**src/rtl/xbar_defs.svh**
```systemverilog
`ifndef XBAR_DEFS_SVH
`define XBAR_DEFS_SVH

// Wishbone word and select widths
`define XBAR_DATA_W 32
`define XBAR_SEL_W 4

// Master address splits into region and offset
`define XBAR_ADDR_W 28
`define XBAR_REGION_W 4
`define XBAR_OFFSET_W 24

// Masters on the crossbar
`define XBAR_MASTERS 2

`endif

```
**src/rtl/wb_bus_pkg.sv**
```systemverilog
`include "xbar_defs.svh"

package wb_bus_pkg;

	typedef logic [`XBAR_DATA_W-1:0] wb_data_t;
	typedef logic [`XBAR_SEL_W-1:0] wb_sel_t;
	typedef logic [`XBAR_OFFSET_W-1:0] wb_offset_t;

	// Region selects the slave port, offset goes to the slave
	typedef struct packed {
		logic [`XBAR_REGION_W-1:0] region;
		wb_offset_t offset;
	} wb_addr_fields_t;

	// Master address, raw or split
	typedef union packed {
		logic [`XBAR_ADDR_W-1:0] raw;
		wb_addr_fields_t fields;
	} wb_addr_u;

endpackage

```
**src/rtl/xbar_map_pkg.sv**
```systemverilog
`include "xbar_defs.svh"

package xbar_map_pkg;

	// Region codes of the slave ports
	localparam logic [`XBAR_REGION_W-1:0] REGION_S0 = 4'h0;
	localparam logic [`XBAR_REGION_W-1:0] REGION_S1 = 4'h1;

	// Master index, as shown on the probes
	typedef logic [$clog2(`XBAR_MASTERS)-1:0] master_idx_t;

endpackage

```
**src/rtl/wb_master_port.sv**
```systemverilog
`timescale 1ns/100ps
`include "xbar_defs.svh"

module wb_master_port (
	input logic cyc_i,
	input wb_bus_pkg::wb_addr_u adr_i,

	// Slave 0 side
	output logic s0_cyc_o,
	input logic s0_ack_i,
	input logic s0_stall_i,
	input logic s0_err_i,
	input wb_bus_pkg::wb_data_t s0_data_i,

	// Slave 1 side
	output logic s1_cyc_o,
	input logic s1_ack_i,
	input logic s1_stall_i,
	input logic s1_err_i,
	input wb_bus_pkg::wb_data_t s1_data_i,

	// Response to the master
	output logic ack_o,
	output logic stall_o,
	output logic err_o,
	output wb_bus_pkg::wb_data_t data_o
);

	import wb_bus_pkg::*;
	import xbar_map_pkg::*;

	localparam wb_data_t UNMAPPED_DATA = '0;

	logic sel_s0;
	logic sel_s1;

	assign sel_s0 = (adr_i.fields.region == REGION_S0);
	assign sel_s1 = (adr_i.fields.region == REGION_S1);

	// Cycle only reaches the addressed slave
	assign s0_cyc_o = cyc_i && sel_s0;
	assign s1_cyc_o = cyc_i && sel_s1;

	always_comb begin
		if (sel_s0) begin
			ack_o = s0_ack_i;
			stall_o = s0_stall_i;
			err_o = s0_err_i;
			data_o = s0_data_i;
		end else if (sel_s1) begin
			ack_o = s1_ack_i;
			stall_o = s1_stall_i;
			err_o = s1_err_i;
			data_o = s1_data_i;
		end else begin
			// No slave here, acked at once with zero data
			ack_o = cyc_i;
			stall_o = 1'b0;
			err_o = 1'b0;
			data_o = UNMAPPED_DATA;
		end
	end

	always_comb begin
		a_one_slave: assert ($onehot0({s0_cyc_o, s1_cyc_o}))
			else $error("master port drives cyc to both slaves");
	end

endmodule

```
**src/rtl/wb_slave_arbiter.sv**
```systemverilog
`timescale 1ns/100ps
`include "xbar_defs.svh"

module wb_slave_arbiter (
	input logic wb_clk_i,
	input logic rst_i,

	// Master 0 request and response
	input logic m0_cyc_i,
	input logic m0_stb_i,
	input logic m0_we_i,
	input wb_bus_pkg::wb_sel_t m0_sel_i,
	input wb_bus_pkg::wb_data_t m0_data_i,
	input wb_bus_pkg::wb_offset_t m0_adr_i,
	output logic m0_ack_o,
	output logic m0_stall_o,
	output logic m0_err_o,
	output wb_bus_pkg::wb_data_t m0_data_o,

	// Master 1 request and response
	input logic m1_cyc_i,
	input logic m1_stb_i,
	input logic m1_we_i,
	input wb_bus_pkg::wb_sel_t m1_sel_i,
	input wb_bus_pkg::wb_data_t m1_data_i,
	input wb_bus_pkg::wb_offset_t m1_adr_i,
	output logic m1_ack_o,
	output logic m1_stall_o,
	output logic m1_err_o,
	output wb_bus_pkg::wb_data_t m1_data_o,

	// Slave side
	output logic slv_cyc_o,
	output logic slv_stb_o,
	output logic slv_we_o,
	output wb_bus_pkg::wb_sel_t slv_sel_o,
	output wb_bus_pkg::wb_data_t slv_data_o,
	output wb_bus_pkg::wb_offset_t slv_adr_o,
	input logic slv_ack_i,
	input logic slv_stall_i,
	input logic slv_err_i,
	input wb_bus_pkg::wb_data_t slv_data_i,

	output xbar_map_pkg::master_idx_t cur_master_o
);

	import wb_bus_pkg::*;
	import xbar_map_pkg::*;

	localparam wb_data_t IDLE_DATA = '0;

	logic locked_q;
	master_idx_t grant_q;
	logic grant_cyc;
	logic free;
	master_idx_t prio_idx;
	master_idx_t act_idx;
	logic own_m0;
	logic own_m1;

	// Lock is released as soon as the holder drops cyc
	assign grant_cyc = grant_q ? m1_cyc_i : m0_cyc_i;
	assign free = !locked_q || !grant_cyc;

	// Fixed priority, master 0 first
	assign prio_idx = master_idx_t'(!m0_cyc_i);
	assign act_idx = free ? prio_idx : grant_q;

	always_ff @(posedge wb_clk_i) begin
		if (rst_i) begin
			locked_q <= 1'b0;
			grant_q <= '0;
		end else if (free) begin
			locked_q <= m0_cyc_i || m1_cyc_i;
			if (m0_cyc_i || m1_cyc_i)
				grant_q <= prio_idx;
		end
	end

	assign cur_master_o = grant_q;

	assign own_m0 = m0_cyc_i && !act_idx;
	assign own_m1 = m1_cyc_i && act_idx;

	// Request mux towards the slave
	assign slv_cyc_o = own_m0 || own_m1;
	assign slv_stb_o = own_m1 ? m1_stb_i : (own_m0 && m0_stb_i);
	assign slv_we_o = act_idx ? m1_we_i : m0_we_i;
	assign slv_sel_o = act_idx ? m1_sel_i : m0_sel_i;
	assign slv_data_o = act_idx ? m1_data_i : m0_data_i;
	assign slv_adr_o = act_idx ? m1_adr_i : m0_adr_i;

	// Losing master is held off with stall
	assign m0_ack_o = own_m0 && slv_ack_i;
	assign m0_err_o = own_m0 && slv_err_i;
	assign m0_stall_o = own_m0 ? slv_stall_i : m0_cyc_i;
	assign m0_data_o = own_m0 ? slv_data_i : IDLE_DATA;

	assign m1_ack_o = own_m1 && slv_ack_i;
	assign m1_err_o = own_m1 && slv_err_i;
	assign m1_stall_o = own_m1 ? slv_stall_i : m1_cyc_i;
	assign m1_data_o = own_m1 ? slv_data_i : IDLE_DATA;

	// Slave cycle always belongs to a live master cycle
	a_slv_cyc_owner: assert property (@(posedge wb_clk_i) disable iff (rst_i)
		slv_cyc_o |-> (act_idx ? m1_cyc_i : m0_cyc_i));

	// Grant stays put while the holder keeps cyc high
	a_grant_held: assert property (@(posedge wb_clk_i) disable iff (rst_i)
		($past(slv_cyc_o) && ($past(act_idx) ? m1_cyc_i : m0_cyc_i))
		|-> act_idx == $past(act_idx));

	a_no_ack_loser: assert property (@(posedge wb_clk_i) disable iff (rst_i)
		(m0_cyc_i && m1_cyc_i) |-> !(act_idx ? m0_ack_o : m1_ack_o));

endmodule

```
**src/rtl/wb_xbar_top.sv**
```systemverilog
`timescale 1ns/100ps
`include "xbar_defs.svh"

module wb_xbar_top (
	input logic wb_clk_i,
	input logic rst_i,

	// Master 0
	input logic m0_cyc_i,
	input logic m0_stb_i,
	input logic m0_we_i,
	input wb_bus_pkg::wb_sel_t m0_sel_i,
	input wb_bus_pkg::wb_data_t m0_data_i,
	input wb_bus_pkg::wb_addr_u m0_adr_i,
	output logic m0_ack_o,
	output logic m0_stall_o,
	output logic m0_err_o,
	output wb_bus_pkg::wb_data_t m0_data_o,

	// Master 1
	input logic m1_cyc_i,
	input logic m1_stb_i,
	input logic m1_we_i,
	input wb_bus_pkg::wb_sel_t m1_sel_i,
	input wb_bus_pkg::wb_data_t m1_data_i,
	input wb_bus_pkg::wb_addr_u m1_adr_i,
	output logic m1_ack_o,
	output logic m1_stall_o,
	output logic m1_err_o,
	output wb_bus_pkg::wb_data_t m1_data_o,

	// Slave 0
	output logic s0_cyc_o,
	output logic s0_stb_o,
	output logic s0_we_o,
	output wb_bus_pkg::wb_sel_t s0_sel_o,
	output wb_bus_pkg::wb_data_t s0_data_o,
	output wb_bus_pkg::wb_offset_t s0_adr_o,
	input logic s0_ack_i,
	input logic s0_stall_i,
	input logic s0_err_i,
	input wb_bus_pkg::wb_data_t s0_data_i,

	// Slave 1
	output logic s1_cyc_o,
	output logic s1_stb_o,
	output logic s1_we_o,
	output wb_bus_pkg::wb_sel_t s1_sel_o,
	output wb_bus_pkg::wb_data_t s1_data_o,
	output wb_bus_pkg::wb_offset_t s1_adr_o,
	input logic s1_ack_i,
	input logic s1_stall_i,
	input logic s1_err_i,
	input wb_bus_pkg::wb_data_t s1_data_i,

	output xbar_map_pkg::master_idx_t s0_cur_master_o,
	output xbar_map_pkg::master_idx_t s1_cur_master_o
);

	import wb_bus_pkg::*;

	// Gated cycles, named master then slave
	logic m0_s0_cyc;
	logic m0_s1_cyc;
	logic m1_s0_cyc;
	logic m1_s1_cyc;

	// Responses from each arbiter to each master port
	logic m0_s0_ack;
	logic m0_s0_stall;
	logic m0_s0_err;
	wb_data_t m0_s0_data;
	logic m0_s1_ack;
	logic m0_s1_stall;
	logic m0_s1_err;
	wb_data_t m0_s1_data;
	logic m1_s0_ack;
	logic m1_s0_stall;
	logic m1_s0_err;
	wb_data_t m1_s0_data;
	logic m1_s1_ack;
	logic m1_s1_stall;
	logic m1_s1_err;
	wb_data_t m1_s1_data;

	wb_master_port u_mport0 (
		.cyc_i(m0_cyc_i), .adr_i(m0_adr_i),
		.s0_cyc_o(m0_s0_cyc), .s0_ack_i(m0_s0_ack), .s0_stall_i(m0_s0_stall),
		.s0_err_i(m0_s0_err), .s0_data_i(m0_s0_data),
		.s1_cyc_o(m0_s1_cyc), .s1_ack_i(m0_s1_ack), .s1_stall_i(m0_s1_stall),
		.s1_err_i(m0_s1_err), .s1_data_i(m0_s1_data),
		.ack_o(m0_ack_o), .stall_o(m0_stall_o), .err_o(m0_err_o), .data_o(m0_data_o)
	);

	wb_master_port u_mport1 (
		.cyc_i(m1_cyc_i), .adr_i(m1_adr_i),
		.s0_cyc_o(m1_s0_cyc), .s0_ack_i(m1_s0_ack), .s0_stall_i(m1_s0_stall),
		.s0_err_i(m1_s0_err), .s0_data_i(m1_s0_data),
		.s1_cyc_o(m1_s1_cyc), .s1_ack_i(m1_s1_ack), .s1_stall_i(m1_s1_stall),
		.s1_err_i(m1_s1_err), .s1_data_i(m1_s1_data),
		.ack_o(m1_ack_o), .stall_o(m1_stall_o), .err_o(m1_err_o), .data_o(m1_data_o)
	);

	wb_slave_arbiter u_sarb0 (
		.wb_clk_i(wb_clk_i), .rst_i(rst_i),
		.m0_cyc_i(m0_s0_cyc), .m0_stb_i(m0_stb_i), .m0_we_i(m0_we_i),
		.m0_sel_i(m0_sel_i), .m0_data_i(m0_data_i), .m0_adr_i(m0_adr_i.fields.offset),
		.m0_ack_o(m0_s0_ack), .m0_stall_o(m0_s0_stall), .m0_err_o(m0_s0_err),
		.m0_data_o(m0_s0_data),
		.m1_cyc_i(m1_s0_cyc), .m1_stb_i(m1_stb_i), .m1_we_i(m1_we_i),
		.m1_sel_i(m1_sel_i), .m1_data_i(m1_data_i), .m1_adr_i(m1_adr_i.fields.offset),
		.m1_ack_o(m1_s0_ack), .m1_stall_o(m1_s0_stall), .m1_err_o(m1_s0_err),
		.m1_data_o(m1_s0_data),
		.slv_cyc_o(s0_cyc_o), .slv_stb_o(s0_stb_o), .slv_we_o(s0_we_o),
		.slv_sel_o(s0_sel_o), .slv_data_o(s0_data_o), .slv_adr_o(s0_adr_o),
		.slv_ack_i(s0_ack_i), .slv_stall_i(s0_stall_i), .slv_err_i(s0_err_i),
		.slv_data_i(s0_data_i),
		.cur_master_o(s0_cur_master_o)
	);

	wb_slave_arbiter u_sarb1 (
		.wb_clk_i(wb_clk_i), .rst_i(rst_i),
		.m0_cyc_i(m0_s1_cyc), .m0_stb_i(m0_stb_i), .m0_we_i(m0_we_i),
		.m0_sel_i(m0_sel_i), .m0_data_i(m0_data_i), .m0_adr_i(m0_adr_i.fields.offset),
		.m0_ack_o(m0_s1_ack), .m0_stall_o(m0_s1_stall), .m0_err_o(m0_s1_err),
		.m0_data_o(m0_s1_data),
		.m1_cyc_i(m1_s1_cyc), .m1_stb_i(m1_stb_i), .m1_we_i(m1_we_i),
		.m1_sel_i(m1_sel_i), .m1_data_i(m1_data_i), .m1_adr_i(m1_adr_i.fields.offset),
		.m1_ack_o(m1_s1_ack), .m1_stall_o(m1_s1_stall), .m1_err_o(m1_s1_err),
		.m1_data_o(m1_s1_data),
		.slv_cyc_o(s1_cyc_o), .slv_stb_o(s1_stb_o), .slv_we_o(s1_we_o),
		.slv_sel_o(s1_sel_o), .slv_data_o(s1_data_o), .slv_adr_o(s1_adr_o),
		.slv_ack_i(s1_ack_i), .slv_stall_i(s1_stall_i), .slv_err_i(s1_err_i),
		.slv_data_i(s1_data_i),
		.cur_master_o(s1_cur_master_o)
	);

endmodule

```
**config.mk**
```make
export PLATFORM = sky130hd
export DESIGN_NAME = wb_xbar_top
export DESIGN_NICKNAME = d
export VERILOG_FILES = /design/src/rtl/wb_bus_pkg.sv /design/src/rtl/xbar_map_pkg.sv /design/src/rtl/wb_master_port.sv /design/src/rtl/wb_slave_arbiter.sv /design/src/rtl/wb_xbar_top.sv
export VERILOG_INCLUDE_DIRS = /design/src /design/src/rtl
export SDC_FILE = /design/constraint.sdc
export NUM_CORES = 1
export LEC_CHECK = 0
export ABC_AREA = 1
export BUFFER_PORTS_ARGS = -buffer_cell sky130_fd_sc_hd__buf_2
export CAP_MARGIN = 40
export CORE_AREA = 2 2 157 159
export DETAILED_ROUTE_END_ITERATION = 8
export DIE_AREA = 0 0 159 161
export SYNTH_ARGS = -nofsm -noshare
export SYNTH_HDL_FRONTEND = slang
export SYNTH_SLANG_ARGS = --single-unit
```
**constraint.sdc**
```tcl
create_clock -name wb_clk_i -period 1.2 [get_ports wb_clk_i]
set_clock_uncertainty 0.05 [all_clocks]
set_input_delay 0.12 -clock wb_clk_i [delete_from_list [all_inputs] [get_ports wb_clk_i]]
set_output_delay 0.12 -clock wb_clk_i [all_outputs]
set_load 0.02 [all_outputs]
```
; After elaboration in Yosys (flattened, before gate mapping)
; Index checks and enable logic that the tools add are counted.
[word_totals]
mem_count = 0
latch_bits = 0
elab_cells = 80
out_inout_bits = 198
register_bits = 4
mem_bits_ro = 0
ram_bits = 0
[op_classes]
n_mul = 0
reduce_logical = 36
order_cmp = 0
div = 0
n_eq_ne = 2
bitwise = 0
addsub = 0
mux = 38
n_shift = 0
[ops]
columns = cell, n
row1 = $mux W32, 10
row2 = $mux W24, 2
row3 = $mux W1, 24
row4 = $logic_and A1 B1 Y1, 18
row5 = $eq A4 B1 Y1 const B, 2
row6 = $logic_not A1 Y1, 8
row7 = $logic_not A4 Y1, 2
row8 = $mux W4, 2
row9 = $logic_or A1 B1 Y1, 6
row10 = $reduce_and A2 Y1, 2

; Logic depth before layout (Yosys ltp)
; Gate-level depths: netlist of the first run.
[logic_depth]
word_depth = 11
depth_mapped = 9
ltp_nobuf = 8

; Modules after synthesis
; Synthesis of the first run repeated with hierarchy kept, for this count alone.
[unflattened]
cells_unflattened = 994
hier_area_um2 = 4556.9
[modules_own_cells]
columns = mod, area_per_inst_um2, instances, cells_per_inst
row1 = wb_slave_arbiter, 1602.8, 2, 367
row2 = wb_master_port, 675.6, 2, 130

; Worst setup path after synthesis of the first run
; OpenSTA, ideal clock, no wires.
[synth_path]
path_kind = register to output
start = reg u_sarb1.grant_q (netlist: u_sarb1.cur_master_o)
end = out m1_data_o[10]
setup_slack_ns = -0.555
path_stages_with_launch = 8
t_arrival_ns = 1.585
required_time_ns = 1.030
n_path_buf = 1
cell_sequence = dfxtp_1 > nand2_1 > inv_1 > nand4_1 > nand2_1 > nand2_1 > clkbuf_1 > o21ai_0
[synth_via]
elab_chain_cells = 8
[synth_lines]
columns = item, line_no
row1 = "start, declared", wb_slave_arbiter.sv:53  ; master_idx_t grant_q;
row2 = "start signal, assigned", wb_slave_arbiter.sv:76  ; grant_q <= prio_idx;
row3 = $mux W1, wb_slave_arbiter.sv:62  ; assign grant_cyc = grant_q ? m1_cyc_i : m0_cyc_i;
row4 = $logic_not A1 Y1, wb_slave_arbiter.sv:63  ; assign free = !locked_q || !grant_cyc;
row5 = $logic_or A1 B1 Y1, wb_slave_arbiter.sv:63
row6 = $mux W1 *, wb_slave_arbiter.sv:67  ; assign act_idx = free ? prio_idx : grant_q;
row7 = $logic_and A1 B1 Y1 *, wb_slave_arbiter.sv:83  ; assign own_m1 = m1_cyc_i && act_idx;
row8 = $mux W32 *, wb_slave_arbiter.sv:102  ; assign m1_data_o = own_m1 ? slv_data_i : IDLE_DATA;
row9 = $mux W32 *, wb_master_port.sv:50  ; end else if (sel_s1) begin
row10 = $mux W32 *, wb_master_port.sv:45  ; if (sel_s0) begin
row11 = "end, declared", wb_xbar_top.sv:30  ; output wb_bus_pkg::wb_data_t m1_data_o,
; Every way passes the cells marked *; elsewhere a longest branch is shown, timed or not.

; Worst setup path after layout of the first run
[layout_path]
start = reg u_sarb1.grant_q (netlist: u_sarb1.cur_master_o)
end = out m0_err_o
[layout_via]
elab_chain_cells = 9
[layout_lines]
columns = item, line_no
row1 = $mux W1, wb_slave_arbiter.sv:62
row2 = $logic_not A1 Y1, wb_slave_arbiter.sv:63
row3 = $logic_or A1 B1 Y1, wb_slave_arbiter.sv:63
row4 = $mux W1 *, wb_slave_arbiter.sv:67
row5 = $logic_not A1 Y1 *, wb_slave_arbiter.sv:82  ; assign own_m0 = m0_cyc_i && !act_idx;
row6 = $logic_and A1 B1 Y1 *, wb_slave_arbiter.sv:82
row7 = $logic_and A1 B1 Y1 *, wb_slave_arbiter.sv:95  ; assign m0_err_o = own_m0 && slv_err_i;
row8 = $mux W1 *, wb_master_port.sv:50
row9 = $mux W1 *, wb_master_port.sv:45
row10 = "end, declared", wb_xbar_top.sv:17  ; output logic m0_err_o,
; Marks and branches as above.

==> results.txt, run 1 <==
----------------------------------------------------
[Global routing]
  Met1 usage ... 19.2%
  Maximum number of pins on one net before global-route repair ... 38
  Grt met2 use ... between 30% and 40%
  GR peak layer ... met2
  Routing usage on met3 ... 2.47%
  GRT Util Overall ... 17.5%
  Via count of the first global-routing pass ... approximately 6400
  Wire length of the first global-routing pass ... 35900 microns
  Global-route congestion overflow total ... 0
  Initial antenna violation count ... 3

[Setup path]
  Nature of the critical path endpoint ... primary output
  Startpoint types ... flop
  Crit Path Max Fanout ... 6
  Critical register-to-register path endpoint ... u_sarb1.cur_master_o
  Launch instance of the worst register-to-register path ... u_sarb1.cur_master_o
  Setup slack on the worst flop-to-flop path ... -0.17 ns
  Worst path bufs/invs ... 5
  Cell chain of the critical path ... nand2_2 -> inv_2 -> nand4_1 -> buf_6 -> nand2_8 -> buf_12 -> clkinvlp_4 -> nand2_1 -> nand2_2 -> buf_6
  Critical Setup Path Class ... reg -> out
  Dominant delay contributor by cell family on the critical path ... buffers and inverters
  Slowest cell on crit path ... dfxtp_4
  Arrival time of the worst setup path ... ~1.7 ns
  Required time at the worst-slack endpoint ... 1.03 ns
  Number of cells on the worst reg-to-reg path ... 8
  Maximum cell stage delay along the critical path ... about 0.33 ns

[Run status]
  Violations in the final reports ... negative setup slack
  Outcome ... complete, but fails checks

[Final layout]
  Most common cell after layout, fill and taps aside ... buf_2
  Multi-input gate area in the final layout ... between 4000 and 5000 sq um
  Final layout net count ... roughly 1300
  Number of diodes ... 0
  Top library cells by usage in the layout, fill and taps aside ... buf_2, buf_6, o21ai_4, inv_1, nand2_4
  Final Cell Area ... 10800 sq um
  Synthesis-to-layout area growth ... 297%
  Final-layout fill cell count ... approximately 2200
  Ratio of cells with drive above 1 in the final layout ... 78.3%
  Storage element area ... about 89 sq um

[Placed design]
  Post-detailed-placement half-perimeter wirelength ... about 17000 microns
  Count of buffers from port buffering ... a little over 400
  Standard cell area after detailed placement ... ~7500 sq um
  Final Wtd Congestion ... just over 0.8

[Drt]
  Residual DRC ... 0
  Routed wire length per instance ... between 15 and 20 microns
  Total via count in the routed design ... between 6000 and 7000
  Routed wire length ... roughly 26000 microns
  Number of DRC violations after detailed-routing iteration 0 ... approximately 210
  Vias/cell ... roughly 4.4
  Post-DRT Antenna Nets ... 0
  Drt pass-1 iters ... 4

[Clocking]
  CTS clk-pin slew, worst paths ... ~0.030 ns
  H-Tree Depth ... 1
  Clock Root Buffer ... clkbuf_16
  Deepest clock path buffer count ... 2
  Number of clock buffers inserted by TritonCTS ... 3
  Clock network latency to the later pin of the worst-skew pair ... around 0.23 ns
  Clock Sink Count ... 4
  TritonCTS clock tree ... done

[Yosys]
  Count of distinct cell types in the synthesized netlist ... 21
  Ys Warns ... 0
  Post-synthesis register bit count ... 4
  Sequential area share after synthesis ... under 10%
  Avg Synthesized Cell Area ... approximately 4.6 sq um
  Net count after synthesis ... ~800
  Mapped cell area ... ~2700 sq um
  Gate count of the mapped netlist ... approximately 590

[Timing]
  Tightest slew margin relative to the limit ... slightly above 80%
  Achievable frequency ... ~540 MHz
  RSZ-0062 raised after global routing ... true
  Setup Viol. Count Final ... just under 200
  Post-route fraction of the period consumed by the critical path ... 154%
  Minimum clock period after layout ... around 1.8 ns
  Least-Margin Pin Slew ... between 0.2 and 0.3 ns
  Final Slew Violations ... 0
  Worst hold margin ... 0.0369 ns
  Hold violation total from the final report ... 0
  PnR worst setup slack ... -0.643 ns

[Min path]
  Worst hold path endpoint ... u_sarb0.locked_q
  Worst hold path startpoint ... rst_i
  Type of the tightest min-delay check ... in -> reg
  Hold-critical path depth ... 2

[Power]
  Areal power density over the cells ... between 300 and 400 nW/um^2
  IR drop worst, VDD ... approximately 0.00032 V
  Leakage ... roughly 5 nW

[Floorplanning]
  DIE WIDTH ... approximately 160 microns
  Starting Density ... about 11%
  Number of placed I/O pins ... about 400
  Core box area ... roughly 24000 sq um
  Die outline area ... 25600 sq um
  Std cell rows ... between 50 and 60
  Vert. Die Dim ... around 160 microns

[Job]
  Number of max-cap violations ... 0

----------------------------------------------------
metrics by stage:
stage / setup slack [ns] / power, mW / utilization (%) / instances / TNS [ns]
after floorplan: -0.190 / 1.55 / - / 593 / -28.07
after global placement: -0.711 / 2.43 / 31.5 / 1347 / -85.46
after detailed placement: -0.678 / 2.45 / 31.5 / 1347 / -87.12
after CTS: -0.643 / 3.61 / 42.8 / 1391 / -103.81
after global routing: -0.711 / 3.92 / 45.0 / 1399 / -112.45
final: -0.643 / 3.75 / 45.0 / 1399 / -100.06
worst max-delay path by stage:
stage                     to                  from  depth (start not counted)  slack [ns]
6_report            m0_err_o  u_sarb1.cur_master_o                         10       -0.64
2_1_floorplan  m1_data_o[10]  u_sarb1.cur_master_o                          7       -0.19
4_1_cts        s1_data_o[29]  u_sarb1.cur_master_o                         10       -0.64
3_3_place_gp      m0_stall_o          m0_adr_i[25]                         11       -0.71
3_5_place_dp      m0_stall_o          m0_adr_i[25]                         11       -0.68
5_1_grt             m0_err_o  u_sarb1.cur_master_o                         10       -0.71
cells in the mapped netlist:
cell type / number / area share, %
nor3_2: 1 / 0.37
clkbuf_2: 1 / 0.18
buf_6: 1 / 0.41
buf_4: 10 / 2.8
o21ai_1: 18 / 3.3
nand4_1: 1 / 0.23
nor2_1: 7 / 0.97
nor2_4: 1 / 0.41
inv_1: 109 / 15
nand3_1: 70 / 13
clkbuf_1: 15 / 2.1
nand2_2: 1 / 0.23
nand2_1: 157 / 22
dfxtp_1: 4 / 2.9
o22ai_1: 1 / 0.23
buf_2: 17 / 3.1
o21ai_0: 169 / 31
a21oi_1: 4 / 0.74
nand2_4: 1 / 0.41
nor2_2: 1 / 0.23
buf_1: 4 / 0.55
layout make-up:
cell class,instances,area share (%)
repair buffers,523,46.8
flip-flops and latches,4,0.824
well taps,324,3.76
multi-input cells,436,43.9
clock buffers,3,0.697
inverters,109,4.04
repair_timing:
action | CTS | global route
resized for setup | 551 | 128
hold buffers | 0 | 0
cloned | 19 | 6
buffers inserted | 22 | 14
endpoints found under the hold margin | 0 | 0
pin swaps | 18 | 28
endpoints found under the setup margin | 198 | 200
kinds of logic (layout without fill, tap and decap cells):
group	after synthesis	after routing	synth area share, %
compound gates	192	192	35.4
simple gates	240	244	37.4
flops	4	4	2.95
buf+inv	157	635	24.2
per-layer routing:
metal  wire, microns  vias up  share of wire, %
met1            9130     2919                35
met5              11        -             0.043
met2           14500      338                56
li1                -     2877                 -
met4             707        2               2.7
met3            1510       60               5.8
registers in the layout (all words and copies together), names as in the netlist:
register and cells:
u_sarb0.cur_master_o 1, u_sarb0.locked_q 1, u_sarb1.cur_master_o 1, u_sarb1.locked_q 1
report_power, final:
part	total (mW)	internal [mW]	switching (mW)	leakage [nW]
clock	0.526	0.426	0.100	0.0370
combinational	3.09	1.41	1.68	5.01
sequential	0.135	0.133	0.00153	0.0344
Power figures use the tool's default switching activity.
==> inputs of run 2 (changes only) <==
Settings changed: ABC_AREA 1 to unset, CORE_AREA 2 2 157 159 to 2 2 156 158, DIE_AREA 0 0 159 161 to 0 0 158 160.
==> results.txt, run 2 <==
----------------------------------------------------
[Run status]
  Outcome ... complete, but fails checks
  Violations in the final reports ... negative setup slack

[Final layout]
  Top library cells by usage in the layout, fill and taps aside ... buf_2, buf_6, mux2_4, mux2_2, a22o_1
  Number of diodes ... 0
  Final Cell Area ... approximately 6700 sq um
  Final layout net count ... roughly 930
  Most common cell after layout, fill and taps aside ... buf_2
  Final standard cell count with taps included and fillers excluded ... between 1000 and 1500
  Ratio of cells with drive above 1 in the final layout ... between 80% and 90%
  Final-layout fill cell count ... between 2000 and 3000
  Synthesis-to-layout area growth ... 170%

[Placed design]
  Standard cell area after detailed placement ... around 5500 sq um
  Count of buffers from port buffering ... 403
  Post-detailed-placement half-perimeter wirelength ... 14400 microns
  Placed instance count ... about 1000
  Final Wtd Congestion ... 0.811

[Yosys]
  Count of flip-flops with a built-in enable after synthesis ... 0
  Most used DFF post-synth ... dfxtp_1
  Async SR Flop Fraction ... 0%
  Leading post-synthesis cells by cell area ... mux2_2, a22o_1, mux2_1
  Cell accounting for the most synthesized area ... mux2_2
  Net count after synthesis ... roughly 470
  Ys Warns ... 0
  Count of distinct cell types in the synthesized netlist ... 26
  Avg Synthesized Cell Area ... 9.48 sq um
  Gate count of the mapped netlist ... approximately 260
  Post-synthesis register bit count ... 4
  Sequential area share after synthesis ... between 3 and 4%
  Area share of the largest cell type after synthesis ... between 50% and 60%
  Cell with the most instances after synthesis ... mux2_2
  Mapped cell area ... between 2000 and 2500 sq um
  Top cell types by occurrence after synthesis ... mux2_2, a22o_1, buf_2, buf_4

[Global routing]
  Routing usage on met3 ... 2.36%
  Initial antenna violation count ... 0
  Via count of the first global-routing pass ... around 4000
  Met1 usage ... 12.3%
  Global-route congestion overflow total ... 0
  Maximum number of pins on one net before global-route repair ... 36
  Wire length of the first global-routing pass ... between 20000 and 25000 microns
  Grt met2 use ... around a quarter
  GRT Util Overall ... a little under an eighth
  GR peak layer ... met2

[Timing]
  Fin Setup TNS ... -162.25 ns
  Final Slew Violations ... 0
  Least-Margin Pin Slew ... slightly above 0.3 ns
  Tightest slew margin relative to the limit ... approximately 80%
  Worst hold margin ... around 0.083 ns
  Minimum clock period after layout ... roughly 2.1 ns
  Hold violation total from the final report ... 0
  RSZ-0062 raised after global routing ... true
  Setup Viol. Count Final ... 198
  Achievable frequency ... roughly 470 MHz
  PnR worst setup slack ... -0.934 ns
  Post-route fraction of the period consumed by the critical path ... 178%

[Setup path]
  Nature of the critical path endpoint ... primary output
  Crit Path Max Fanout ... 5
  Critical Setup Path Class ... in -> out
  Required time at the worst-slack endpoint ... ~1.0 ns
  Arrival time of the worst setup path ... 1.96 ns
  Slowest cell on crit path ... or4b_4
  Cell chain of the critical path ... buf_6 -> or4b_4 -> a211oi_4 -> buf_4 -> buf_12 -> clkbuf_16 -> mux2_2 -> buf_2
  Maximum cell stage delay along the critical path ... slightly below 0.6 ns
  Startpoint types ... input pin
  Number of cells on the worst reg-to-reg path ... 5

[Drt]
  Routed wire length ... ~19000 microns
  Number of DRC violations after detailed-routing iteration 0 ... around 170
  Drt pass-1 iters ... 4
  Total via count in the routed design ... 4336
  Vias/cell ... just over 4
  Routed wire length per instance ... 18.3 microns
  Residual DRC ... 0
  Post-DRT Antenna Nets ... 0

[Clocking]
  Clock network latency to the later pin of the worst-skew pair ... approximately 0.22 ns
  Deepest clock path buffer count ... 2
  CTS clk-pin slew, worst paths ... 0.03 ns
  H-Tree Depth ... 1
  Clock Sink Count ... 4
  TritonCTS clock tree ... done
  Number of clock buffers inserted by TritonCTS ... 3
  Clock Root Buffer ... clkbuf_16

[Job]
  Number of max-cap violations ... 0

[Floorplanning]
  DIE WIDTH ... between 150 and 200 microns
  Core box area ... between 20000 and 25000 sq um
  Die outline area ... around 25000 sq um
  Vert. Die Dim ... 160 microns
  Starting Density ... 10.5%
  Number of placed I/O pins ... a little over 400
  Std cell rows ... 57

[Min path]
  Type of the tightest min-delay check ... in -> reg
  Hold-critical path depth ... 2

[Power]
  IR drop worst, VDD ... roughly 0.00032 V
  Leakage ... around 3.5 nW
  Overall power ... approximately 2.7 mW
  Areal power density over the cells ... 403 nW/um^2

----------------------------------------------------
[run 2: changes by cell type after synthesis, sizes merged, moves of 2 or more]
cell    before  now
a211oi       0    2
a21oi        4    9
a22o         0   69
buf         32   27
clkbuf      16    0
inv        109    2
mux2         0  122
nand2      159   10
nand3       70    1
nor2         9    2
nor4b        0    2
o21ai      187    1
[run 2: final timing paths]
kind | start | to | slack (ns)
worst max-delay path | m0_adr_i[26] | s0_data_o[0] | -0.93
worst min-delay path | rst_i | u_sarb1.locked_q | 0.08
worst max register to register | u_sarb1.cur_master_o | u_sarb1.cur_master_o | -0.19
worst min register to register | u_sarb1.cur_master_o | u_sarb1.cur_master_o | 0.54
[run 2: repair_timing]
| item | 4_1_cts | 5_1_grt |
|---|---|---|
| cloned | 1 | 10 |
| hold buffers | 0 | 0 |
| pin swaps | 3 | 25 |
| gates resized for setup | 107 | 149 |
| setup buffers | 2 | 9 |
| setup endpoints to repair | 198 | 200 |
[run 2: metrics by stage]
stage	util [%]	setup WS (ns)
after floorplan	-	-0.691
after global placement	23.3	-0.928
after CTS	25.2	-0.921
final	28.3	-0.934
after global routing	28.3	-0.955
after detailed placement	23.3	-0.954
[run 2: worst max-delay path, delay by kind of cell]
family | cells | cell delay (ns)
compound gates | 1 | 0.21
simple gates | 1 | 0.58
buf+inv | 5 | 0.71
mux | 1 | 0.33
[run 2: metal layers]
metal / wire length [microns] / share of wire (%) / up-vias
met5: 0 / 0 / -
met4: 51 / 0.27 / 0
met3: 1660 / 8.7 / 8
met2: 10200 / 54 / 261
met1: 7140 / 37 / 2080
li1: - / - / 1987
[run 2: cell families after synthesis]
logic type | count (synthesis) | synth area share [%]
mux | 122 | 55.1
flops | 4 | 3.21
buf+inv | 29 | 6.82
compound gates | 87 | 29.9
simple gates | 21 | 4.97
[run 2: final cells by class]
| type | instances | area (sq um) | share of cell area, % |
|---|---|---|---|
| clock buffer | 3 | 75.1 | 1.11 |
| sequential | 4 | 80.1 | 1.19 |
| multi-input combinational | 230 | 2690 | 39.9 |
| inverter | 2 | 7.51 | 0.111 |
| tap | 324 | 405 | 6.02 |
| timing repair buffer | 481 | 3480 | 51.7 |
[run 2: where the power goes]
part	internal (mW)	switching, mW
Clock	0.425	0.0918
Sequential	0.137	0.00107
Combinational	1.03	1.03
Total	1.60	1.12
==> inputs of run 3 (changes only) <==
Settings changed: CORE_AREA 2 2 156 158 to 2 2 158 160, DIE_AREA 0 0 158 160 to 0 0 160 162.
Clock period 1.2 ns to 2.6 ns, I/O delays scaled along.
==> results.txt, run 3 (synthesis gave the netlist of run 2 again) <==
----------------------------------------------------
[Drt]
  Routed wire length per instance ... 15.3 microns
  Vias/cell ... around 4.0
  Residual DRC ... 0
  Total via count in the routed design ... ~4000
  Routed wire length ... approximately 15000 microns
  Post-DRT Antenna Nets ... 0
  Number of DRC violations after detailed-routing iteration 0 ... ~280
  Drt pass-1 iters ... 4

[Run status]
  Outcome ... finished, final reports clean

[Floorplanning]
  Die outline area ... 25900 sq um
  Vert. Die Dim ... about 160 microns
  Core box area ... 24100 sq um
  Std cell rows ... 57
  Number of placed I/O pins ... between 400 and 500
  DIE WIDTH ... 160 microns
  Starting Density ... 10.3%

[Final layout]
  Top library cells by usage in the layout, fill and taps aside ... buf_2, mux2_2, a22o_1, buf_4
  Final layout net count ... just under 900
  Ratio of cells with drive above 1 in the final layout ... just over 80%
  Synthesis-to-layout area growth ... 108%
  Most common cell after layout, fill and taps aside ... buf_2
  Final-layout fill cell count ... 2742
  Final standard cell count with taps included and fillers excluded ... 1001
  Final Cell Area ... between 5000 and 6000 sq um

[Clocking]
  Clock Sink Count ... 4
  Number of clock buffers inserted by TritonCTS ... 3
  Clock network latency to the later pin of the worst-skew pair ... about 0.22 ns
  Clock Root Buffer ... clkbuf_16
  H-Tree Depth ... 1
  TritonCTS clock tree ... done
  Number of buffers inserted to repair setup after CTS ... 0
  CTS clk-pin slew, worst paths ... approximately 0.030 ns
  Deepest clock path buffer count ... 2

[Setup path]
  Critical register-to-register path endpoint ... u_sarb1.cur_master_o
  Startpoint types ... input pin
  Nature of the critical path endpoint ... primary output
  Slowest cell on crit path ... or4b_1
  Cell chain of the critical path ... buf_2 -> or4b_1 -> a211oi_4 -> buf_12 -> buf_12 -> mux2_2 -> buf_2
  Required time at the worst-slack endpoint ... between 2 and 2.5 ns
  Number of cells on the worst reg-to-reg path ... 4
  Maximum cell stage delay along the critical path ... approximately 0.67 ns
  Setup slack on the worst flop-to-flop path ... ~1.3 ns
  Launch instance of the worst register-to-register path ... u_sarb1.cur_master_o
  Critical Setup Path Class ... in -> out
  Crit Path Max Fanout ... 18
  Arrival time of the worst setup path ... around 2.2 ns

[Timing]
  Final Slew Violations ... 0
  Post-route fraction of the period consumed by the critical path ... roughly 100%
  Minimum clock period after layout ... 2.54 ns
  PnR worst setup slack ... around 0.057 ns
  Achievable frequency ... 393 MHz
  Hold violation total from the final report ... 0
  Setup Viol. Count Final ... 0
  Tightest slew margin relative to the limit ... around 70%
  Least-Margin Pin Slew ... between 0.4 and 0.5 ns

[Global routing]
  GRT Util Overall ... a little over a tenth
  Global-route congestion overflow total ... 0
  Initial antenna violation count ... 4
  Wire length of the first global-routing pass ... 21800 microns
  Via count of the first global-routing pass ... between 3000 and 4000
  Maximum number of pins on one net before global-route repair ... 33

[Job]
  Number of max-cap violations ... 0

[Placed design]
  Standard cell area after detailed placement ... approximately 5100 sq um
  Worst slack, placed ... between 0.02 and 0.025 ns
  Post-detailed-placement half-perimeter wirelength ... between 10000 and 15000 microns
  Placed instance count ... between 900 and 1000
  Final Wtd Congestion ... around 0.90
  Count of buffers from port buffering ... about 400

[Min path]
  Type of the tightest min-delay check ... in -> reg
  Worst hold path endpoint ... u_sarb1.locked_q
  Hold-critical path depth ... 2
  Worst hold path startpoint ... rst_i

[Power]
  Leakage ... between 2 and 3 nW
  Overall power ... between 1 and 1.5 mW
  Areal power density over the cells ... between 200 and 250 nW/um^2
  IR drop worst, VDD ... 0.000308 V

----------------------------------------------------
-- run 3: changes by cell type in the layout (fill, tap and decap cells not counted), sizes merged --
cell	previous run	this run
diode	0	2
clkbuf	8	3
buf	476	436
-- run 3: worst max path at each step --
stage / to / startpoint / cells after the start / slack, ns
2_1_floorplan: s0_data_o[29] / m0_adr_i[25] / 6 / 0.38
3_3_place_gp: s1_data_o[23] / m0_adr_i[25] / 6 / 0.06
3_5_place_dp: m0_data_o[25] / m0_adr_i[25] / 7 / 0.02
4_1_cts: m0_data_o[25] / m0_adr_i[25] / 7 / 0.02
5_1_grt: s0_data_o[20] / m0_adr_i[25] / 7 / -0.009
6_report: s1_data_o[26] / m0_adr_i[25] / 7 / 0.06
-- run 3: final cells by class --
cell class / count / area, sq um / share of cell area, %
Timing Repair Buffer: 436 / 2360 / 45.5
Tap cell: 324 / 405 / 7.81
Sequential cell: 4 / 80.1 / 1.54
Clock buffer: 3 / 75.1 / 1.45
Multi-Input combinational cell: 230 / 2260 / 43.5
Inverter: 2 / 7.51 / 0.145
Antenna cell: 2 / 5.00 / 0.0964
-- run 3: power breakdown --
group	internal (mW)	switching, mW	total [mW]
Sequential	0.0631	0.000879	0.0640
Clock	0.197	0.0448	0.241
Combinational	0.328	0.407	0.735
-- run 3: worst max-delay path, delay by kind of cell --
family	cells	cell delay [ns]
multiplexers	1	0.35
buffers and inverters	4	0.64
AND/OR/NAND/NOR	1	0.67
AO/OA/AOI/OAI	1	0.29
-- run 3: metal layers --
metal | part of all wire (%) | GRT usage [%]
met1 | 42 | 13.6
met2 | 49 | 18.4
met3 | 7.6 | 2.17
met4 | 1.0 | 1.76
met5 | 0.21 | 0
-- run 3: repair_timing --
item,CTS,global route
gates resized for setup,0,2
hold buffers,0,0
setup endpoints to repair,0,11
hold endpoints to repair,0,0
-- run 3: metrics by stage --
stage | TNS (ns) | util [%] | hold slack (ns)
after detailed placement | 0 | 21.2 | 0.438
after global placement | 0 | 21.0 | 0.437
after global routing | -0.00862 | 21.5 | 0.215
after CTS | 0 | 21.5 | 0.205
final | 0 | 21.5 | 0.205
after floorplan | 0 | - | 0.279
